### src/rtl/fcore_pkg.sv
/*
 * Shared widths, types and opcodes for the lite arithmetic core.
 * All arithmetic is 32-bit two's complement with wraparound.
 * Opcodes not listed in opcode_t decode as no-operation.
 */
package fcore_pkg;

    localparam int DATA_WIDTH = 32;
    localparam int PROG_DEPTH = 64;
    localparam int REG_COUNT  = 16;

    typedef logic [DATA_WIDTH-1:0] data_t;
    typedef logic [31:0] instr_t;
    typedef logic [3:0]  reg_addr_t;
    typedef logic [5:0]  prog_addr_t;

    typedef enum logic [3:0] {
        op_stop = 4'd0,
        op_add  = 4'd1,
        op_sub  = 4'd2,
        op_mul  = 4'd3,
        op_and  = 4'd4,
        op_or   = 4'd5,
        op_xor  = 4'd6,
        op_ldi  = 4'd7,
        op_shl  = 4'd8
    } opcode_t;

    typedef enum logic [2:0] {
        st_idle,
        st_fetch,
        st_decode,
        st_execute,
        st_done
    } exec_state_t;

    // An instruction holds opcode, dest, src A and src B, then a 16 bit immediate
    function automatic opcode_t instr_opcode(instr_t i);
        return opcode_t'(i[31:28]);
    endfunction

    function automatic reg_addr_t instr_dest(instr_t i);
        return i[27:24];
    endfunction

    function automatic reg_addr_t instr_src_a(instr_t i);
        return i[23:20];
    endfunction

    function automatic reg_addr_t instr_src_b(instr_t i);
        return i[19:16];
    endfunction

    function automatic logic [15:0] instr_imm(instr_t i);
        return i[15:0];
    endfunction

endpackage

### src/rtl/program_memory.sv
/*
 * Program store with one read/write port and one read port.
 * Both reads are registered; a read during a write of the same word
 * returns the previous contents. The array has no reset.
 */
`timescale 1ns/1ns
module program_memory import fcore_pkg::*; (
    input  logic       clock,
    input  logic       a_write,
    input  prog_addr_t a_address,
    input  instr_t     a_write_data,
    output instr_t     a_read_data,
    input  prog_addr_t b_address,
    output instr_t     b_read_data
);

    instr_t words [PROG_DEPTH];

    // Port A serves the loader
    always_ff @(posedge clock) begin
        if (a_write)
            words[a_address] <= a_write_data;
        a_read_data <= words[a_address];
    end

    // Port B is the instruction fetch path
    always_ff @(posedge clock) begin
        b_read_data <= words[b_address];
    end

endmodule

### config.mk
export PLATFORM = sky130hd
export DESIGN_NAME = program_memory
export DESIGN_NICKNAME = d
export VERILOG_FILES = /design/src/rtl/fcore_pkg.sv /design/src/rtl/program_memory.sv
export SDC_FILE = /design/constraint.sdc
export NUM_CORES = 2
export LEC_CHECK = 0
export ABC_CLOCK_PERIOD_IN_PS = 9700
export BUFFER_PORTS_ARGS = -buffer_cell sky130_fd_sc_hd__buf_2
export CAP_MARGIN = 20
export CORE_UTILIZATION = 24
export CTS_CLUSTER_DIAMETER = 120
export DETAILED_ROUTE_END_ITERATION = 16
export PLACE_DENSITY_LB_ADDON = 0.12
export SYNTH_ARGS = -nofsm -noshare
export SYNTH_HDL_FRONTEND = slang
export SYNTH_SLANG_ARGS = --single-unit
### constraint.sdc
create_clock -name clock -period 9.7 [get_ports clock]
set_input_delay 0.97 -clock clock [delete_from_list [all_inputs] [get_ports clock]]
set_output_delay 0.97 -clock clock [all_outputs]
set_load 0.005 [all_outputs]
## Word level (Yosys, flattened, before mapping)

Memory sizes are Yosys's and may differ from the RTL's. A register that Yosys moved wholly into a read port is not among the register bits.
Cells that the tools add are included.
Widths: inputs -> output; s select.

| cells by class | value |
|---|---|
| multiplexer cells | 2 |

Operators with widths:

| operator | count |
|---|---|
| $mux 1 | 2 |

| storage, ports and cells | value |
|---|---|
| register bits after elaboration | 0 |
| bits in writable memories | 2048 |
| input bits | 46 |
| output and inout port bits | 64 |
| word-level logic and storage cells | 3 |
| memories | 1 |

Memories:

| name | words | width | rd ports | clocked after memory_dff | wr ports | line | RTL |
|---|---|---|---|---|---|---|---|
| words | 64 | 32 | 2 | 2 | 1 | program_memory.sv:17 | `instr_t words [PROG_DEPTH];` |

## Longest topological paths before layout

| depth | value |
|---|---|
| depth after elaboration | 2 |
| gate-level depth with buffers | 12 |
| gate-level depth less buffers | 6 |

## Least setup slack after synthesis

Ideal clock, no wire load.

| timing | value |
|---|---|
| kind | input-to-reg |
| start | in a_address[0] |
| end | mem words[17][0] (netlist name), enable pin |
| setup time | 0.421 ns |
| arrival time | 3.727 ns |
| required time | 9.279 ns |
| setup slack | 5.552 ns |
| cell stages on the path | 9 |
| buffers on the path | 7 |
| path through | buf_6 -> buf_6 -> buf_6 -> buf_4 -> buf_2 -> buf_2 -> buf_2 -> nand2_1 -> nor2_1 |

RTL lines:

| what | line | RTL |
|---|---|---|
| start, declared | program_memory.sv:10 | `input prog_addr_t a_address,` |
| end, declared | program_memory.sv:17 |  |

No word-level cell before the write port.

## Final worst setup path

| timing | value |
|---|---|
| start | in a_address[1] |
| end | mem words[59][7] (netlist name), enable pin |

No word-level cell before the write port.

==> results.json <==
{
  "outcome": "finished, final reports clean",
  "setup.worst_path.end_class": "flop",
  "final_layout_size_suffix_gt1_share_pct": 31.1,
  "port_buffers": 109,
  "syn_area_um2": 96300,
  "cts_setup_buffers": 0,
  "cts.clk_slew.worst_paths_ns": 0.06,
  "r2r.worst_path.cells": 4,
  "vias_per_cell": 5.64,
  "num_rows": 232,
  "synth.distinct_cells": 64,
  "drt_wl_total_um": 481000,
  "synth-seq-cells": 2112,
  "synth_ff_type": "edfxtp_1",
  "slew_viol_final": 0,
  "die_width_um": 635,
  "r2r-start": "words[46][5]",
  "antenna_found_initial": 55,
  "cap_violations": 0,
  "ys_async_sr_fraction_pct": 0,
  "setup_tns_ns": 0,
  "place_inst": 10500,
  "drtPass1Iterations": 7,
  "drc": 0,
  "clockRootBuffer": "clkbuf_16",
  "finalSetupViolCount": 0,
  "rsz0062_at_grt": "no",
  "r2r_end": "a_read_data[5]",
  "synth_edf_count": 2048,
  "grt_pass1_wl_um": 629000,
  "yosysSeqAreaShare_pct": 65.2,
  "syn_inst": 5367,
  "period_share_pct": 44.6,
  "cts_resized": 0,
  "cts_buffer_depth": 4,
  "vias": 62400,
  "grt_max_degree": 87,
  "fin_skew_ns": 0.0332,
  "final_cell_mix": "edfxtp_1, mux4_2, a221oi_1",
  "core_area_um2": 399000,
  "hpwl_um": 287000,
  "grt_util_all_layers_pct": 23.2,
  "cp-start-kind": "input port",
  "tightest_slew_ns": 1.24,
  "min_from": "a_write_data[19]",
  "numCtsBuffers": 269,
  "cp_top_family": "simple AND/OR/NAND/NOR gates",
  "gp_congestion": 0.814,
  "path_cells": "buf_8 -> buf_12 -> and2_4 -> nand2_1 -> nor2_4 -> buf_4",
  "max_freq_ghz": 0.231,
  "htree_levels": 5,
  "cp_data_arrival_time_ns": 4.83,
  "avgSynthCellArea_um2": 17.9,
  "peakVddDrop_v": 0.000117,
  "nets": 5592,
  "cts_sinks": 2112,
  "final_cells": 11100,
  "ctsHoldBuffers": 0,
  "layout.cells.most_common": "edfxtp_1",
  "layout_min_cycle_time_ns": 4.32,
  "synth_nets": 5413,
  "cp.buffers_inverters": 3,
  "io_pins": 110,
  "whs_ns": 0.512,
  "gr-total-overflow": 0,
  "whs_endpoint": "words[50][19]",
  "grt_pass1_vias": 62100,
  "nFillCells": 39600,
  "r2r_slack_ns": 7.03,
  "power_density_nw_per_um2": 195,
  "cts_tree": "built",
  "dieHeight_um": 635,
  "min_path_cells": 1,
  "slowest_stage": "nor2_4",
  "path_class": "input port to flop",
  "hold_viol": 0,
  "leakagePower_nw": 34.9,
  "die_area_um2": 404000,
  "clock_latency_ns": 0.91,
  "crit_fanout": 69,
  "hp-class": "input port to flop",
  "wire_per_inst_um": 43.5,
  "antenna_left": 0,
  "synthToLayoutAreaGrowth_pct": 17.0,
  "slowest_delay_ns": 0.92,
  "critPathRequiredTime_ns": 10.21,
  "slew_headroom_pct": 17.6,
  "drt_iter0_drc": 8444,
  "yosysWarnings": 0,
  "start_util_pct": 24.1
}
-- worst max path at each step --
stage	startpoint	endpoint	slack, ns	cells past startpoint
after floorplan	a_address[0]	words[17][0]	5.55	9
after global placement	a_address[2]	a_read_data[31]	4.39	9
after detailed placement	a_address[0]	words[50][14]	4.35	6
after CTS	a_address[0]	words[50][25]	5.32	6
after global routing	a_address[0]	words[50][25]	5.36	6
final	a_address[1]	words[59][7]	5.38	6
-- cell usage after synthesis, types with 23 or more instances --
master | n | share of area [%]
a22oi_1 | 179 | 1.4
a22o_1 | 52 | 0.47
buf_2 | 165 | 0.86
nor2b_1 | 31 | 0.20
o21ai_0 | 107 | 0.56
buf_6 | 40 | 0.47
buf_4 | 62 | 0.48
mux2_2 | 251 | 2.9
clkbuf_1 | 145 | 0.57
nand2_1 | 167 | 0.65
a211oi_1 | 23 | 0.18
a21oi_1 | 153 | 0.80
o22ai_1 | 113 | 0.73
dfxtp_1 | 64 | 1.3
a221o_1 | 47 | 0.49
nor2_1 | 218 | 0.85
edfxtp_1 | 2048 | 64
o221ai_1 | 34 | 0.31
mux4_2 | 673 | 16
mux2i_1 | 255 | 2.7
buf_1 | 51 | 0.20
a221oi_1 | 278 | 2.5
-- metal layers --
metal	global-route usage (%)	part of all wire (%)
met2	37.0	46
met1	31.7	43
met3	3.76	7.1
met5	0	0.0069
met4	8.29	3.8
-- state kept, by name, summed over array words and instances (netlist names) --
| name | count |
|---|---|
| b_read_data | 32 |
| a_read_data | 32 |
| words | 2048 |
-- logic make-up after synthesis --
group,Yosys count,share of synthesized area (%)
flops,2112,65.2
mux,1188,21.4
compound gates,1097,8.47
simple gates,502,2.31
buf+inv,468,2.59
-- worst reg2reg max path: cells and delay by family (launching register included) --
family,cells,cell delay (ns)
muxes,1,0.48
AOI/OAI and AO/OA,2,1.21
and+or+nand+nor,1,0.35
DFF,1,0.39
-- cell type report --
cell class              instances  area (um2)  area share [%]
flip-flops and latches       2112       62800            55.7
multi-input cells            2787       31700            28.1
clock buffers                 347        7270            6.46
well taps                    5265        6590            5.85
repair buffers                371        3060            2.71
clock inverters               122        1100           0.974
diodes                         49         123           0.109
inverters                       5        33.8          0.0300
-- power breakdown --
part,internal [W],leakage (nW),switching (W)
combinational,0.000639,11.8,0.00134
clock,0.00565,4.09,0.00419
sequential,0.0101,19.0,0.0000811
total,0.0164,34.9,0.00561
-- stage by stage --
stage / worst slack, ns / cell area, um2 / utilization (%) / total power [W]
6_report: 5.38 / 113000 / 28.2 / 0.0220
5_1_grt: 5.36 / 113000 / 28.2 / 0.0226
4_1_cts: 5.32 / 112000 / 28.2 / 0.0222
3_5_place_dp: 4.35 / 104000 / 26.1 / 0.0124
3_3_place_gp: 4.39 / 104000 / 26.0 / 0.0124
2_1_floorplan: 5.55 / 96300 / - / 0.0113
No activity file was read; power rests on OpenSTA's default activity.
