<file path="config.mk">
export PLATFORM = sky130hd
export DESIGN_NAME = execution_unit
export DESIGN_NICKNAME = d
export VERILOG_FILES = /design/src/rtl/fcore_pkg.sv /design/src/rtl/execution_unit.sv
export SDC_FILE = /design/constraint.sdc
export NUM_CORES = 2
export LEC_CHECK = 0
export ABC_AREA = 1
export BUFFER_PORTS_ARGS = -buffer_cell sky130_fd_sc_hd__buf_4
export CORE_MARGIN = 8
export CORE_UTILIZATION = 65
export CTS_CLUSTER_DIAMETER = 150
export CTS_CLUSTER_SIZE = 20
export DETAILED_ROUTE_END_ITERATION = 10
export PLACE_DENSITY = 0.95
export SETUP_SLACK_MARGIN = 0.15
export SYNTH_ARGS = -nofsm -noshare
export SYNTH_HDL_FRONTEND = slang
export SYNTH_SLANG_ARGS = --single-unit
</file>
<file path="constraint.sdc">
create_clock -name clock -period 8.58 [get_ports clock]
set_clock_uncertainty 0.15 [all_clocks]
set_input_delay 0.429 -clock clock [delete_from_list [all_inputs] [get_ports clock]]
set_output_delay 0.429 -clock clock [all_outputs]
set_load 0.005 [all_outputs]
</file>
<file path="src/rtl/fcore_pkg.sv">
/*
 * Shared widths, types and opcodes for the lite arithmetic core.
 * All arithmetic is 32-bit two's complement with wraparound.
 * Opcodes not listed in opcode_t decode as no-operation.
 */
package fcore_pkg;

    localparam int DATA_WIDTH = 32;
    localparam int PROG_DEPTH = 64;
    localparam int REG_COUNT  = 16;

    typedef logic [DATA_WIDTH-1:0] data_t;
    typedef logic [31:0] instr_t;
    typedef logic [3:0]  reg_addr_t;
    typedef logic [5:0]  prog_addr_t;

    typedef enum logic [3:0] {
        op_stop = 4'd0,
        op_add  = 4'd1,
        op_sub  = 4'd2,
        op_mul  = 4'd3,
        op_and  = 4'd4,
        op_or   = 4'd5,
        op_xor  = 4'd6,
        op_ldi  = 4'd7,
        op_shl  = 4'd8
    } opcode_t;

    typedef enum logic [2:0] {
        st_idle,
        st_fetch,
        st_decode,
        st_execute,
        st_done
    } exec_state_t;

    // An instruction holds opcode, dest, src A and src B, then a 16 bit immediate
    function automatic opcode_t instr_opcode(instr_t i);
        return opcode_t'(i[31:28]);
    endfunction

    function automatic reg_addr_t instr_dest(instr_t i);
        return i[27:24];
    endfunction

    function automatic reg_addr_t instr_src_a(instr_t i);
        return i[23:20];
    endfunction

    function automatic reg_addr_t instr_src_b(instr_t i);
        return i[19:16];
    endfunction

    function automatic logic [15:0] instr_imm(instr_t i);
        return i[15:0];
    endfunction

endpackage

</file>
<file path="src/rtl/execution_unit.sv">
/*
 * Three cycles per instruction: fetch, decode, execute.
 * Execution starts at word 0 and ends on a stop or after the last word.
 * A run pulse is ignored unless the unit is idle.
 */
`timescale 1ns/1ns
module execution_unit import fcore_pkg::*; (
    input  logic       clock,
    input  logic       reset,
    input  logic       run,
    output prog_addr_t fetch_address,
    input  instr_t     instr,
    output reg_addr_t  read_a_address,
    output reg_addr_t  read_b_address,
    input  data_t      read_a_data,
    input  data_t      read_b_data,
    output logic       write,
    output reg_addr_t  write_address,
    output data_t      write_data,
    output logic       busy,
    output logic       done
);

    localparam prog_addr_t LAST_ADDRESS = prog_addr_t'(PROG_DEPTH - 1);

    exec_state_t state;
    prog_addr_t  pc;
    instr_t      ir;
    opcode_t     opcode;
    logic [15:0] imm;
    data_t       result;
    logic        has_result;
    logic        finish;

    assign opcode = instr_opcode(ir);
    assign imm    = instr_imm(ir);
    assign finish = (opcode == op_stop) || (pc == LAST_ADDRESS);

    always_ff @(posedge clock) begin
        if (reset) begin
            state <= st_idle;
            pc    <= '0;
        end else begin
            case (state)
                st_idle: begin
                    if (run) begin
                        pc    <= '0;
                        state <= st_fetch;
                    end
                end
                st_fetch: state <= st_decode;
                st_decode: state <= st_execute;
                st_execute: begin
                    if (finish) begin
                        state <= st_done;
                    end else begin
                        pc    <= pc + 1'b1;
                        state <= st_fetch;
                    end
                end
                default: state <= st_idle;
            endcase
        end
    end

    // The fetched word is on the memory output during decode
    always_ff @(posedge clock) begin
        if (state == st_decode)
            ir <= instr;
    end

    assign fetch_address = pc;

    assign read_a_address = instr_src_a(ir);
    assign read_b_address = instr_src_b(ir);

    always_comb begin
        result     = '0;
        has_result = 1'b1;
        case (opcode)
            op_add: result = read_a_data + read_b_data;
            op_sub: result = read_a_data - read_b_data;
            // Only the low half of the product is kept
            op_mul: result = read_a_data * read_b_data;
            op_and: result = read_a_data & read_b_data;
            op_or:  result = read_a_data | read_b_data;
            op_xor: result = read_a_data ^ read_b_data;
            op_ldi: result = {{16{imm[15]}}, imm};
            op_shl: result = read_a_data << read_b_data[4:0];
            default: has_result = 1'b0;
        endcase
    end

    // Stop and unused codes leave the registers untouched
    assign write         = (state == st_execute) && has_result;
    assign write_address = instr_dest(ir);
    assign write_data    = result;

    assign busy = (state != st_idle);
    assign done = (state == st_done);

endmodule

</file>
Yosys cells after proc, flatten, opt, wreduce, memory -nomap -nowiden
Index checks and enable logic that the tools add are counted.
Word-level totals
  bits in registers: 41
  bits of input ports: 99
  output and inout port bits: 53
  logic and storage cells: 42
Operators by class
  add/subtract/negate cells: 3
  multiply operators: 1
  equal/unequal tests: 15
  shift operators: 1
  mux-type cells: 8
  bitwise gates (word level): 3
  reductions and logical operators: 8
Operator list (count)
  case mux 32 bit (8 select lines): 1
  adder 32 bit: 1
  bitwise AND 32 bit: 1
  multiplier 32 x 32 -> 32 bit: 1
  OR 32 bit: 1
  << shifter 32 x 5 -> 32 bit: 1
  subtractor 32 bit: 1
  XOR 32 bit: 1
  == test 4 x 3 -> 1 bit, second input constant: 4
  2-to-1 mux 6 bit: 2
  case mux 3 bit (4 select lines): 1
  case mux 6 bit (2 select lines): 1
  == test 4 x 2 -> 1 bit, second input constant: 2
  OR reduction 8 bit: 1
  adder 6 x 1 -> 6 bit, second input constant: 1
  == test 3 x 2 -> 1 bit, second input constant: 2
  == test 6 bit, second input constant: 1
  2-to-1 mux 3 bit: 2
  == test 4 x 1 -> 1 bit, second input constant: 1
  == test 4 bit, second input constant: 1
  logical NOT 4 bit: 1
  inequality test 2 bit, second input constant: 2
  == test 3 x 1 -> 1 bit, second input constant: 1
  == test 3 bit, second input constant: 1
  7 further kinds: 7

Logic depth before layout (Yosys ltp)
  depth in word-level cells: 4
  gate-level depth with buffers: 38
  mapped depth without buffers: 36

Worst setup path after synthesis
Ideal clock, no wire load.
  path type: input to output
  start point: input port read_b_data[3]
  end point: output port write_data[31]
  data arrival time: 6.879 ns
  data required time: 8.001 ns
  path slack: 1.122 ns
  stages on the path: 29
  path buffers: 4
  path through: clkbuf_1 buf_2 buf_2 buf_1 nand2_1 inv_1 fa_1 inv_1 fa_1 fa_1 fa_1 inv_1 fa_1 inv_1 fa_1 inv_1 fa_1 fa_1 ha_1 a21oi_1 o21ai_0 a21oi_1 nand3_1 a21o_1 a21oi_1 inv_1 nand3_1 nand3_1 nand3_1
On the way
  longest elaborated chain between the ends: 2
  elaborated cells between the ends (all ways): 5
  classes of those cells: add/sub (2); mul (1); shift (1); mux (1)
RTL lines
  start, declared: RTL line execution_unit.sv:16  | input data_t read_b_data,
  multiplier 32 x 32 -> 32 bit (tied with other cells): RTL line execution_unit.sv:84  | op_mul: result = read_a_data * read_b_data;
  case mux 32 bit (8 select lines) *: RTL line execution_unit.sv:80  | case (opcode)
  end, declared: RTL line execution_unit.sv:19  | output data_t write_data,
Every way passes the cells marked *; elsewhere a longest branch is shown, timed or not.

Worst setup path in the final report
  start point: input port read_b_data[5]
  end point: output port write_data[24]
On the way
  longest elaborated chain between the ends: 2
  elaborated cells between the ends (all ways): 4
  classes of those cells: add/sub (2); mul (1); mux (1)
RTL lines (RTL line)
  multiplier 32 x 32 -> 32 bit (tied with other cells): execution_unit.sv:84
  case mux 32 bit (8 select lines) *: execution_unit.sv:80
Marked as above.

==> results.md <==
- Crit Path Max Fanout: 29
- Synth-to-Final Area Change: 5.21%
- CTS tree: yes
- Post-DP Area: 25,400 um^2
- Clock Latency Late Sink: 0.28 ns
- All-Layer GR Usage: 0.376
- Via Count: 23,600
- Worst Setup Path Type: primary input to output port
- Syn Area/Cell: 6.99 um^2
- Port bufs: 151
- Final hold slack: 0.160 ns
- Total routed wirelength: 82,700 um
- Share of the synthesized area in the top cell type: 0.337
- Crit path DAT: 7.29 ns
- # H-tree levels: 2
- # DRC: 0
- Cell taking the most area after synthesis: fa_1
- Initial antenna violation count: 1
- Fin. Hold Viols: 0
- Yosys reg bits: 41
- Number of synthesized flops with an enable pin: 32
- Max-cap viol count: 0
- Nets: 4,215
- Num CTS Buffers: 5
- Layout cells sized above 1: 0.0622
- Register area: 1140 um^2
- CP Launch Type: primary input
- Relative slew slack: 0.310
- Fmax: 127 MHz
- Worst Tran Pin Value: 1.03 ns
- Final setup fails: 0
- RSZ-0062 raised after global routing: no
- Fill cell count: 2,927
- Avg WL per Cell: 20.9 um
- Worst slack, placed: 0.829 ns
- GRT overflow: 0
- Top area cells in the synthesized netlist: fa_1 34%, nand2_1 15%, inv_1 14%
- Worst EP required: 8.00 ns
- Final Cell Area: 25,600 um^2
- Final worst slack: 0.711 ns
- Clock root buffer: clkbuf_16
- Syn nets: 4,206
- Clock-pin transition on the worst setup and hold timing paths: 0.06 ns
- Crit. End Element: output port
- Outcome: finished, final reports clean
- Die Y: 209 um
- Hold-fix buffers, CTS: 0
- Synth top cells by count: 953 x nand2_1, 917 x inv_1, 409 x fa_1, 221 x ha_1, 151 x o21ai_0
- # clock sinks: 41
- CP most frequent cell: fa_1
- Post-Synthesis Cells: 3,477
- Max Slew Vio Count: 0
- First drt pass iteration count: 9
- Seq/Total Area, Yosys: 0.0470
- Post-Syn Area: 24,300 um^2
- Post-route minimum period: 7.87 ns
- Yosys warning count: 0
- Routed Antenna Nets: 0
- Primary FF master, synth: edfxtp_1
- Die footprint: 43,800 um^2
- Multi-input logic area: 18,900 um^2
- Asr flop ratio synth: 0
- GP Congestion: 1.04
- Vias in the first global route: 24,500
- Sum Neg Setup Slack: 0 ns
- Largest net degree at the start of global routing: 58
- IO Pins: 152
- PostCTS Resize Cnt: 0
- First-pass GRT wire length: 129,000 um
- First-iteration detailed-routing DRC count: 2,883
- Final worst-path cycle share: 0.917
- Post CTS Setup Buffer Count: 0
- Die W: 209 um
- Dominant cell by count in the synthesized netlist: nand2_1
- Synth cell types: 62
- Core area: 37,200 um^2
- Dpl hpwl: 64,600 um
- Antenna diode count: 0
- Slowest stage delay, CP: 0.55 ns
- Clock Tree Buf Depth: 2
- Initial Util: 0.653
- Hold WC Path Type: primary input to flop
- # rows: 71
- Vias per cell: 5.95
- CP max-delay cell: fa_1
-- cell usage in the layout, fill, tap and decap left out, types with 10 or more instances in the layout --
cell | Yosys | layout
a211oi_1 | 12 | 12
buf_4 | 16 | 166
nor2_1 | 110 | 107
o2111ai_1 | 19 | 19
o21ai_0 | 151 | 151
ha_1 | 221 | 221
nand3_1 | 115 | 115
a21oi_1 | 101 | 101
o21ai_1 | 18 | 18
a21boi_0 | 19 | 19
o211ai_1 | 12 | 12
nand3b_1 | 12 | 12
edfxtp_1 | 32 | 32
fa_1 | 409 | 409
inv_1 | 917 | 917
o21bai_1 | 11 | 11
nand2_1 | 953 | 953
or2_2 | 10 | 10
nor3_1 | 15 | 15
xor2_1 | 36 | 36
nand4_1 | 16 | 16
a21o_1 | 12 | 12
-- final cells by class --
cell class / instances / area share
sequential: 41 / 0.0446
tap: 474 / 0.0232
multi-input combinational: 2347 / 0.741
inverter: 925 / 0.136
timing repair buffer: 166 / 0.0487
clock buffer: 8 / 0.00656
-- metrics by stage --
| step | std cells | utilization |
|---|---|---|
| after floorplan | 3477 | - |
| after global placement | 3953 | 0.682 |
| after detailed placement | 3953 | 0.682 |
| after global routing | 3961 | 0.687 |
| final | 3961 | 0.687 |
| after CTS | 3961 | 0.687 |
-- registers in the layout, indices dropped and copies added (netlist names) --
register,flops
fetch_address,6
ir,32
state,3
-- worst max-delay path: cells and delay by family --
family,cells,cell delay (ns)
adder cells (fa/ha/maj),9,4.30
AO/OA/AOI/OAI,3,0.42
buffers and inverters,7,0.91
AND/OR/NAND/NOR,6,1.21
-- routing by layer --
metal | share of wire | GRT usage | vias to the layer above
li1 | - | - | 10400
met1 | 0.35 | 0.458 | 11100
met2 | 0.44 | 0.587 | 1729
met3 | 0.14 | 0.0952 | 443
met4 | 0.078 | 0.253 | 0
met5 | 0 | 0 | -
-- worst paths after layout --
| check | start | to | slack [ns] | depth (start not counted) |
|---|---|---|---|---|
| setup / recovery | read_b_data[5] | write_data[24] | 0.71 | 25 |
| setup reg to reg | fetch_address[0] | fetch_address[5] | 6.47 | 10 |
| hold / removal | reset | state[2] | 0.16 | 2 |
| hold reg to reg | state[1] | state[0] | 0.35 | 2 |
-- kinds of logic after synthesis --
logic type               Yosys count  synth area share
adder cells (fa/ha/maj)          630             0.451
XOR/XNOR                          45            0.0162
buffers and inverters           1089             0.174
AND/OR/NAND/NOR                 1261             0.210
flip-flops                        41            0.0470
AO/OA/AOI/OAI                    407             0.100
multiplexers                       4           0.00165
Power is left out: the tool's default activity adds up to more than one toggle a clock period on the data nets, which glitch-free logic cannot reach.
