<file path="src/rtl/fcore_pkg.sv">
/*
 * Shared widths, types and opcodes for the lite arithmetic core.
 * All arithmetic is 32-bit two's complement with wraparound.
 * Opcodes not listed in opcode_t decode as no-operation.
 */
package fcore_pkg;

    localparam int DATA_WIDTH = 32;
    localparam int PROG_DEPTH = 64;
    localparam int REG_COUNT  = 16;

    typedef logic [DATA_WIDTH-1:0] data_t;
    typedef logic [31:0] instr_t;
    typedef logic [3:0]  reg_addr_t;
    typedef logic [5:0]  prog_addr_t;

    typedef enum logic [3:0] {
        op_stop = 4'd0,
        op_add  = 4'd1,
        op_sub  = 4'd2,
        op_mul  = 4'd3,
        op_and  = 4'd4,
        op_or   = 4'd5,
        op_xor  = 4'd6,
        op_ldi  = 4'd7,
        op_shl  = 4'd8
    } opcode_t;

    typedef enum logic [2:0] {
        st_idle,
        st_fetch,
        st_decode,
        st_execute,
        st_done
    } exec_state_t;

    // An instruction holds opcode, dest, src A and src B, then a 16 bit immediate
    function automatic opcode_t instr_opcode(instr_t i);
        return opcode_t'(i[31:28]);
    endfunction

    function automatic reg_addr_t instr_dest(instr_t i);
        return i[27:24];
    endfunction

    function automatic reg_addr_t instr_src_a(instr_t i);
        return i[23:20];
    endfunction

    function automatic reg_addr_t instr_src_b(instr_t i);
        return i[19:16];
    endfunction

    function automatic logic [15:0] instr_imm(instr_t i);
        return i[15:0];
    endfunction

endpackage

</file>
<file path="src/rtl/program_loader.sv">
/*
 * Wishbone classic slave in front of the program memory.
 * Only byte addresses below 256 are valid; anything higher gets err.
 * The host must hold the request stable until ack or err.
 */
`timescale 1ns/1ns
module program_loader import fcore_pkg::*; (
    input  logic       clock,
    input  logic       reset,
    input  logic       wb_cyc,
    input  logic       wb_stb,
    input  logic       wb_we,
    input  logic [31:0] wb_adr,
    input  data_t      wb_write_data,
    output data_t      wb_read_data,
    output logic       wb_ack,
    output logic       wb_err,
    input  logic       busy,
    output logic       mem_write,
    output prog_addr_t mem_address,
    input  instr_t     mem_read_data,
    output instr_t     mem_write_data
);

    typedef enum logic [1:0] {
        ld_idle,
        ld_wait,
        ld_ack,
        ld_err
    } loader_state_t;

    loader_state_t state;
    logic request;
    logic out_of_range;

    assign request      = wb_cyc && wb_stb;
    assign out_of_range = |wb_adr[31:8];

    // A new request is only taken from idle, so each one is answered once
    always_ff @(posedge clock) begin
        if (reset) begin
            state <= ld_idle;
        end else begin
            case (state)
                ld_idle: begin
                    if (request) begin
                        if (out_of_range)
                            state <= ld_err;
                        else if (busy)
                            state <= ld_wait;
                        else
                            state <= ld_ack;
                    end
                end
                ld_wait: begin
                    // The core owns the program while it runs
                    if (!request)
                        state <= ld_idle;
                    else if (!busy)
                        state <= ld_ack;
                end
                default: state <= ld_idle;
            endcase
        end
    end

    // The address goes to memory straight away, so read data is ready with ack
    assign mem_address    = wb_adr[7:2];
    assign mem_write      = (state == ld_ack) && wb_we;
    assign mem_write_data = wb_write_data;

    assign wb_ack       = (state == ld_ack);
    assign wb_err       = (state == ld_err);
    assign wb_read_data = mem_read_data;

endmodule

</file>
<file path="config.mk">
export PLATFORM = sky130hd
export DESIGN_NAME = program_loader
export DESIGN_NICKNAME = d
export VERILOG_FILES = /design/src/rtl/fcore_pkg.sv /design/src/rtl/program_loader.sv
export SDC_FILE = /design/constraint.sdc
export NUM_CORES = 1
export LEC_CHECK = 0
export BUFFER_PORTS_ARGS = -buffer_cell sky130_fd_sc_hd__buf_2
export CAP_MARGIN = 20
export CORE_MARGIN = 8
export CORE_UTILIZATION = 19
export CTS_CLUSTER_DIAMETER = 60
export DETAILED_ROUTE_END_ITERATION = 8
export GPL_ROUTABILITY_DRIVEN = 0
export PLACE_DENSITY = 0.77
export REMOVE_ABC_BUFFERS = 1
export SYNTH_ARGS = -nofsm -noshare
export SYNTH_HDL_FRONTEND = slang
export SYNTH_SLANG_ARGS = --single-unit
</file>
<file path="constraint.sdc">
create_clock -name clock -period 0.82 [get_ports clock]
set_input_delay 0.041 -clock clock [delete_from_list [all_inputs] [get_ports clock]]
set_output_delay 0.041 -clock clock [all_outputs]
set_load 0.01 [all_outputs]
</file>
## After elaboration in Yosys (flattened, before gate mapping)

Index checks and enable logic that the tools add are counted.
Widths: inputs -> output; s select.

| operators by class | value |
|---|---|
| equality and inequality tests | 5 |
| muxes and demuxes | 6 |
| reduce and logical (&&, ||, !) cells | 5 |

Operator list:

| cell | number |
|---|---|
| $reduce_or 24->1 | 1 |
| $mux 2 | 5 |
| $eq 2x2->1 const B | 2 |
| $pmux 2 s2 | 1 |
| $ne 3x3->1 const B | 1 |
| $eq 2x1->1 const B | 1 |
| $logic_and 1x1->1 | 2 |
| $logic_not 2->1 | 1 |
| $ne 2x2->1 const B | 1 |
| $reduce_and 2->1 | 1 |

| word-level totals | value |
|---|---|
| register bits | 2 |
| input bits | 102 |
| output and inout bits | 73 |
| word-level logic and storage cells | 17 |

## Depth between registers and ports, before layout

| logic depth | value |
|---|---|
| depth in word-level cells | 4 |
| depth in mapped cells | 3 |
| depth with buffers taken out | 3 |

## Worst setup path after synthesis

Ideal clock, no wire load.

| timing path | value |
|---|---|
| path kind | input to register |
| start point | input wb_adr[14] |
| end point | register state[0] |
| setup time | 0.119 ns |
| arrival time | 0.779 ns |
| data required time | 0.701 ns |
| setup slack | -0.078 ns |
| stages | 3 |
| path buffers | 0 |
| cells stage by stage | or4_4 nor3_2 a21oi_1 |

| between the ends | value |
|---|---|
| cells in the longest elaborated chain, start to end | 4 |

Ends and longest elaborated chain:

| element | line | source |
|---|---|---|
| start, declared | program_loader.sv:13 | `input logic [31:0] wb_adr,` |
| $reduce_or 24->1 | program_loader.sv:37 | `assign out_of_range = \|wb_adr[31:8];` |
| $mux 2 | program_loader.sv:47 | `if (out_of_range)` |
| $mux 2 | program_loader.sv:46 | `if (request) begin` |
| $pmux 2 s2 | program_loader.sv:44 | `case (state)` |
| end signal, assigned | program_loader.sv:42 | `state <= ld_idle;` |
| end signal, assigned | program_loader.sv:48 | `state <= ld_err;` |
| end signal, assigned | program_loader.sv:50 | `state <= ld_wait;` |
| end, declared | program_loader.sv:32 | `loader_state_t state;` |

No other way between the ends. The select of a mux whose other input is x is not followed.
A chain may end at the register's enable or synchronous reset.

## Worst setup path in the final report

| timing path | value |
|---|---|
| start point | register state[1] |
| end point | output mem_write |

| between the ends | value |
|---|---|
| cells in the longest elaborated chain, start to end | 2 |

Ends and longest elaborated chain:

| element | line | source |
|---|---|---|
| $eq 2x2->1 | program_loader.sv:69 | `assign mem_write = (state == ld_ack) && wb_we;` |
| $logic_and 1x1->1 | program_loader.sv:69 |  |
| end, declared | program_loader.sv:19 | `output logic mem_write,` |

No other way between the ends.

==> reports/summary.txt <==
outcome: finished, violations left
violations in the final reports: setup timing
via count of the first global-routing pass: 503
final critical-path setup slack: -0.183 ns
kind of path behind the tightest hold check: in2reg
Post-synth EDFFs: 0
clk buf depth: 2
root buffer selected by CTS: sky130_fd_sc_hd__clkbuf_4
clock tree from TritonCTS: yes
worst reg2reg path depth: 3
detail-routed net length per standard cell: 72.6 µm
Clock power frac: 51.9%
Hold Vio Cnt, Final: 0
flop and latch count out of synthesis: 2
number of cell rows: 22
DR DRC count: 0
portion of synthesized cell area occupied by the leading cell type: 76.4%
Most flops, register: state
cell accounting for the most synthesized area: sky130_fd_sc_hd__buf_4
minimum period implied by the final worst setup slack: 1.00 ns
fraction of the core area covered by cells at the end of the flow: 13.2%
area taken by multi-input logic gates: 144 µm²
Pint: 0.000341 W
final WL: 7.77 mm
peak clock frequency supported by timing: 0.997 GHz
endpoint arrival time on the critical path: 0.96 ns
critical path type: reg2out
biggest regs: state: 2 flops
sequential fraction of the synthesis area: 5.82%
DRT antenna net count: 0
number of distinct standard cells referenced by the synthesized netlist: 16
clock sink count: 2
Ant. Diodes: 0
number of I/O port buffers: 32
fill cell total of the finished layout: 425
Pre-antenna DRT Iters: 4
Synth Cell Area: 688 µm²
average vias per placed instance: 5.13
compound-gate portion of the synthesized area: 2.36%
yosys warns: 0
Syn Area/Cell: 7.56 µm²
critical path capture point: mem_write
sequential standard cell area: 47.5 µm²
worst supply voltage drop on vdd: 0.000152 V
Hold Slack: 0.0494 ns
hold_buf cts: 0
async set-reset flop share out of synthesis: 0%
layout overhead on the synthesized area: -31.3%
main combinational cell family by area after synthesis: buffers and inverters
all-layer global routing usage: 25.5%
CP startpoint: state[1]$_SDFFE_PP0P_
setup-violating endpoint count in the final report: 5
CP startpoint kind: register
post-route insts no fill: 107
clock transition at the registers of the reported paths: 0.04 ns
Max-cap violations: 0
switching power as a share of total power: 25.9%
element type at the critical path end: output pin
floorplan die area: 5800 µm²
Initial DRC Count: 55
R2R Path End: state[0]$_SDFFE_PP0P_
ys flop type: sky130_fd_sc_hd__dfxtp_1
Gate Count Post-Synth: 91
maximum number of pins on one net before global-route repair: 5
switching component of the power: 0.000119 W
Final Max Slew Viols: 0
Fin Clk Skew: 0.00746 ns
worst reg2reg path startpoint: state[1]$_SDFFE_PP0P_
number of H-tree branching levels: 1
post-synthesis adder-cell area fraction: 0%
top post-synthesis cells by count: sky130_fd_sc_hd__buf_4 (70), sky130_fd_sc_hd__nor4_1 (4), sky130_fd_sc_hd__and2_1 (2), sky130_fd_sc_hd__dfxtp_1 (2), sky130_fd_sc_hd__nand2_1 (2)
largest cells by area after synthesis: sky130_fd_sc_hd__buf_4 (76%), sky130_fd_sc_hd__dfxtp_1 (5.8%), sky130_fd_sc_hd__nor4_1 (3.6%)
Congestion Overflow GR: 0
Starting Density: 19.2%
flip-flop count of the largest register after layout: 2
headroom to the max-slew limit: 84.7%
post-synthesis share of cell area spent on xor and xnor gates: 0%
share of the clock period used by the worst path: 122%
data required time at the worst endpoint: 0.78 ns
Simple-Gate Fraction of Synth Area: 14.9%
number of antenna violations at the first check in global routing: 0
number of clock buffers inserted by TritonCTS: 3
Seq pwr share: 22.6%
total via count in the routed design: 549
total power density per cell area: 973 nW/µm²
setup repair after global routing missed its margin: yes
share of synthesized area spent on multiplexers: 0%
most common cell in the synthesized netlist: sky130_fd_sc_hd__buf_4
first-pass GRT wire length: 9.05 mm
placed insts: 102
layout cell share with drive strength beyond 1: 76.3%
Leak: 0.217 nW
worst-path fanout max: 3
relative contribution of combinational cells to total power: 25.5%
Core Area: 3580 µm²
Die H: 76.2 µm
nets@finish: 163
die boundary width: 76.2 µm
measured slew at the worst slew-check pin: 0.228 ns
total placed instance area: 390 µm²
top-level I/O count: 175
Post-Layout Inst Area: 473 µm²
Worst R2R Setup Slack: -0.14 ns
clock insertion delay at the later pin of the skew report: 0.24 ns
worst max-delay path, cell delays in order (launching register included):
cell and delay [ns]:
sky130_fd_sc_hd__dfxtp_4 0.36, sky130_fd_sc_hd__nor2b_4 0.14, sky130_fd_sc_hd__and2_4 0.14, sky130_fd_sc_hd__buf_6 0.09
how the worst min path moves through the flow:
stage,endpoint,slack [ns],depth (start not counted),from
floorplan,mem_address[0],0.08,0,wb_adr[2]
global placement,wb_read_data[2],0.08,0,mem_read_data[2]
detailed placement,wb_read_data[2],0.08,0,mem_read_data[2]
CTS,state[1]$_SDFFE_PP0P_,0.04,2,busy
global route,state[1]$_SDFFE_PP0P_,0.06,2,busy
finish,state[1]$_SDFFE_PP0P_,0.05,2,busy
logic make-up (layout without fill, tap and decap cells):
group / count (synthesis) / in the layout
AO/OA/AOI/OAI: 3 / 3
buffers and inverters: 71 / 39
flip-flops: 2 / 2
AND/OR/NAND/NOR: 15 / 15
metrics by stage:
| step | setup slack [ns] | power [W] | TNS [ns] |
|---|---|---|---|
| floorplan | -0.0781 | 0.000125 | -0.138 |
| global placement | -0.278 | 0.000201 | -0.503 |
| detailed placement | -0.271 | 0.000203 | -0.488 |
| CTS | -0.192 | 0.000456 | -0.654 |
| global route | -0.223 | 0.000494 | -0.919 |
| finish | -0.183 | 0.000460 | -0.724 |
layout by cell type (no fill, tap or decap), types with 2 or more instances in the layout:
cell	synthesis	routed
sky130_fd_sc_hd__buf_2	0	30
sky130_fd_sc_hd__nor4_1	4	4
sky130_fd_sc_hd__clkbuf_4	0	3
sky130_fd_sc_hd__buf_4	70	3
sky130_fd_sc_hd__nand2_1	2	2
sky130_fd_sc_hd__buf_6	0	2
sky130_fd_sc_hd__dfxtp_4	0	2
cell type report:
cell class	instances	share of cell area (%)
Multi-Input combinational cell	18	30.4
Inverter	1	0.794
Sequential cell	2	10.1
Timing Repair Buffer	35	41.3
Tap cell	48	12.7
Clock buffer	3	4.76
per-layer routing:
| layer | wire length (µm) | GRT usage [%] | part of all wire [%] | vias up |
|---|---|---|---|---|
| met1 | 539 | 4.13 | 6.9 | 207 |
| met4 | 206 | 7.50 | 2.7 | 4 |
| li1 | - | - | - | 160 |
| met5 | 91 | 14.5 | 1.2 | - |
| met3 | 2670 | 44.0 | 34 | 10 |
| met2 | 4270 | 48.3 | 55 | 168 |
power groups by stage:
| stage | Clock (W) | Combinational (W) | Sequential (W) |
|---|---|---|---|
| finish | 0.000239 | 0.000117 | 0.000104 |
| global route | 0.000261 | 0.000128 | 0.000105 |
| CTS | 0.000236 | 0.000114 | 0.000106 |
| detailed placement | 0 | 0.0000959 | 0.000107 |
| global placement | 0 | 0.0000934 | 0.000107 |
| floorplan | 0 | 0.0000192 | 0.000106 |
repair_timing:
item	in CTS	in global routing
pin swaps	3	1
buffers inserted	2	0
endpoints found under the setup margin	5	5
resized for setup	9	3
No activity file was read; power rests on OpenSTA's default activity.
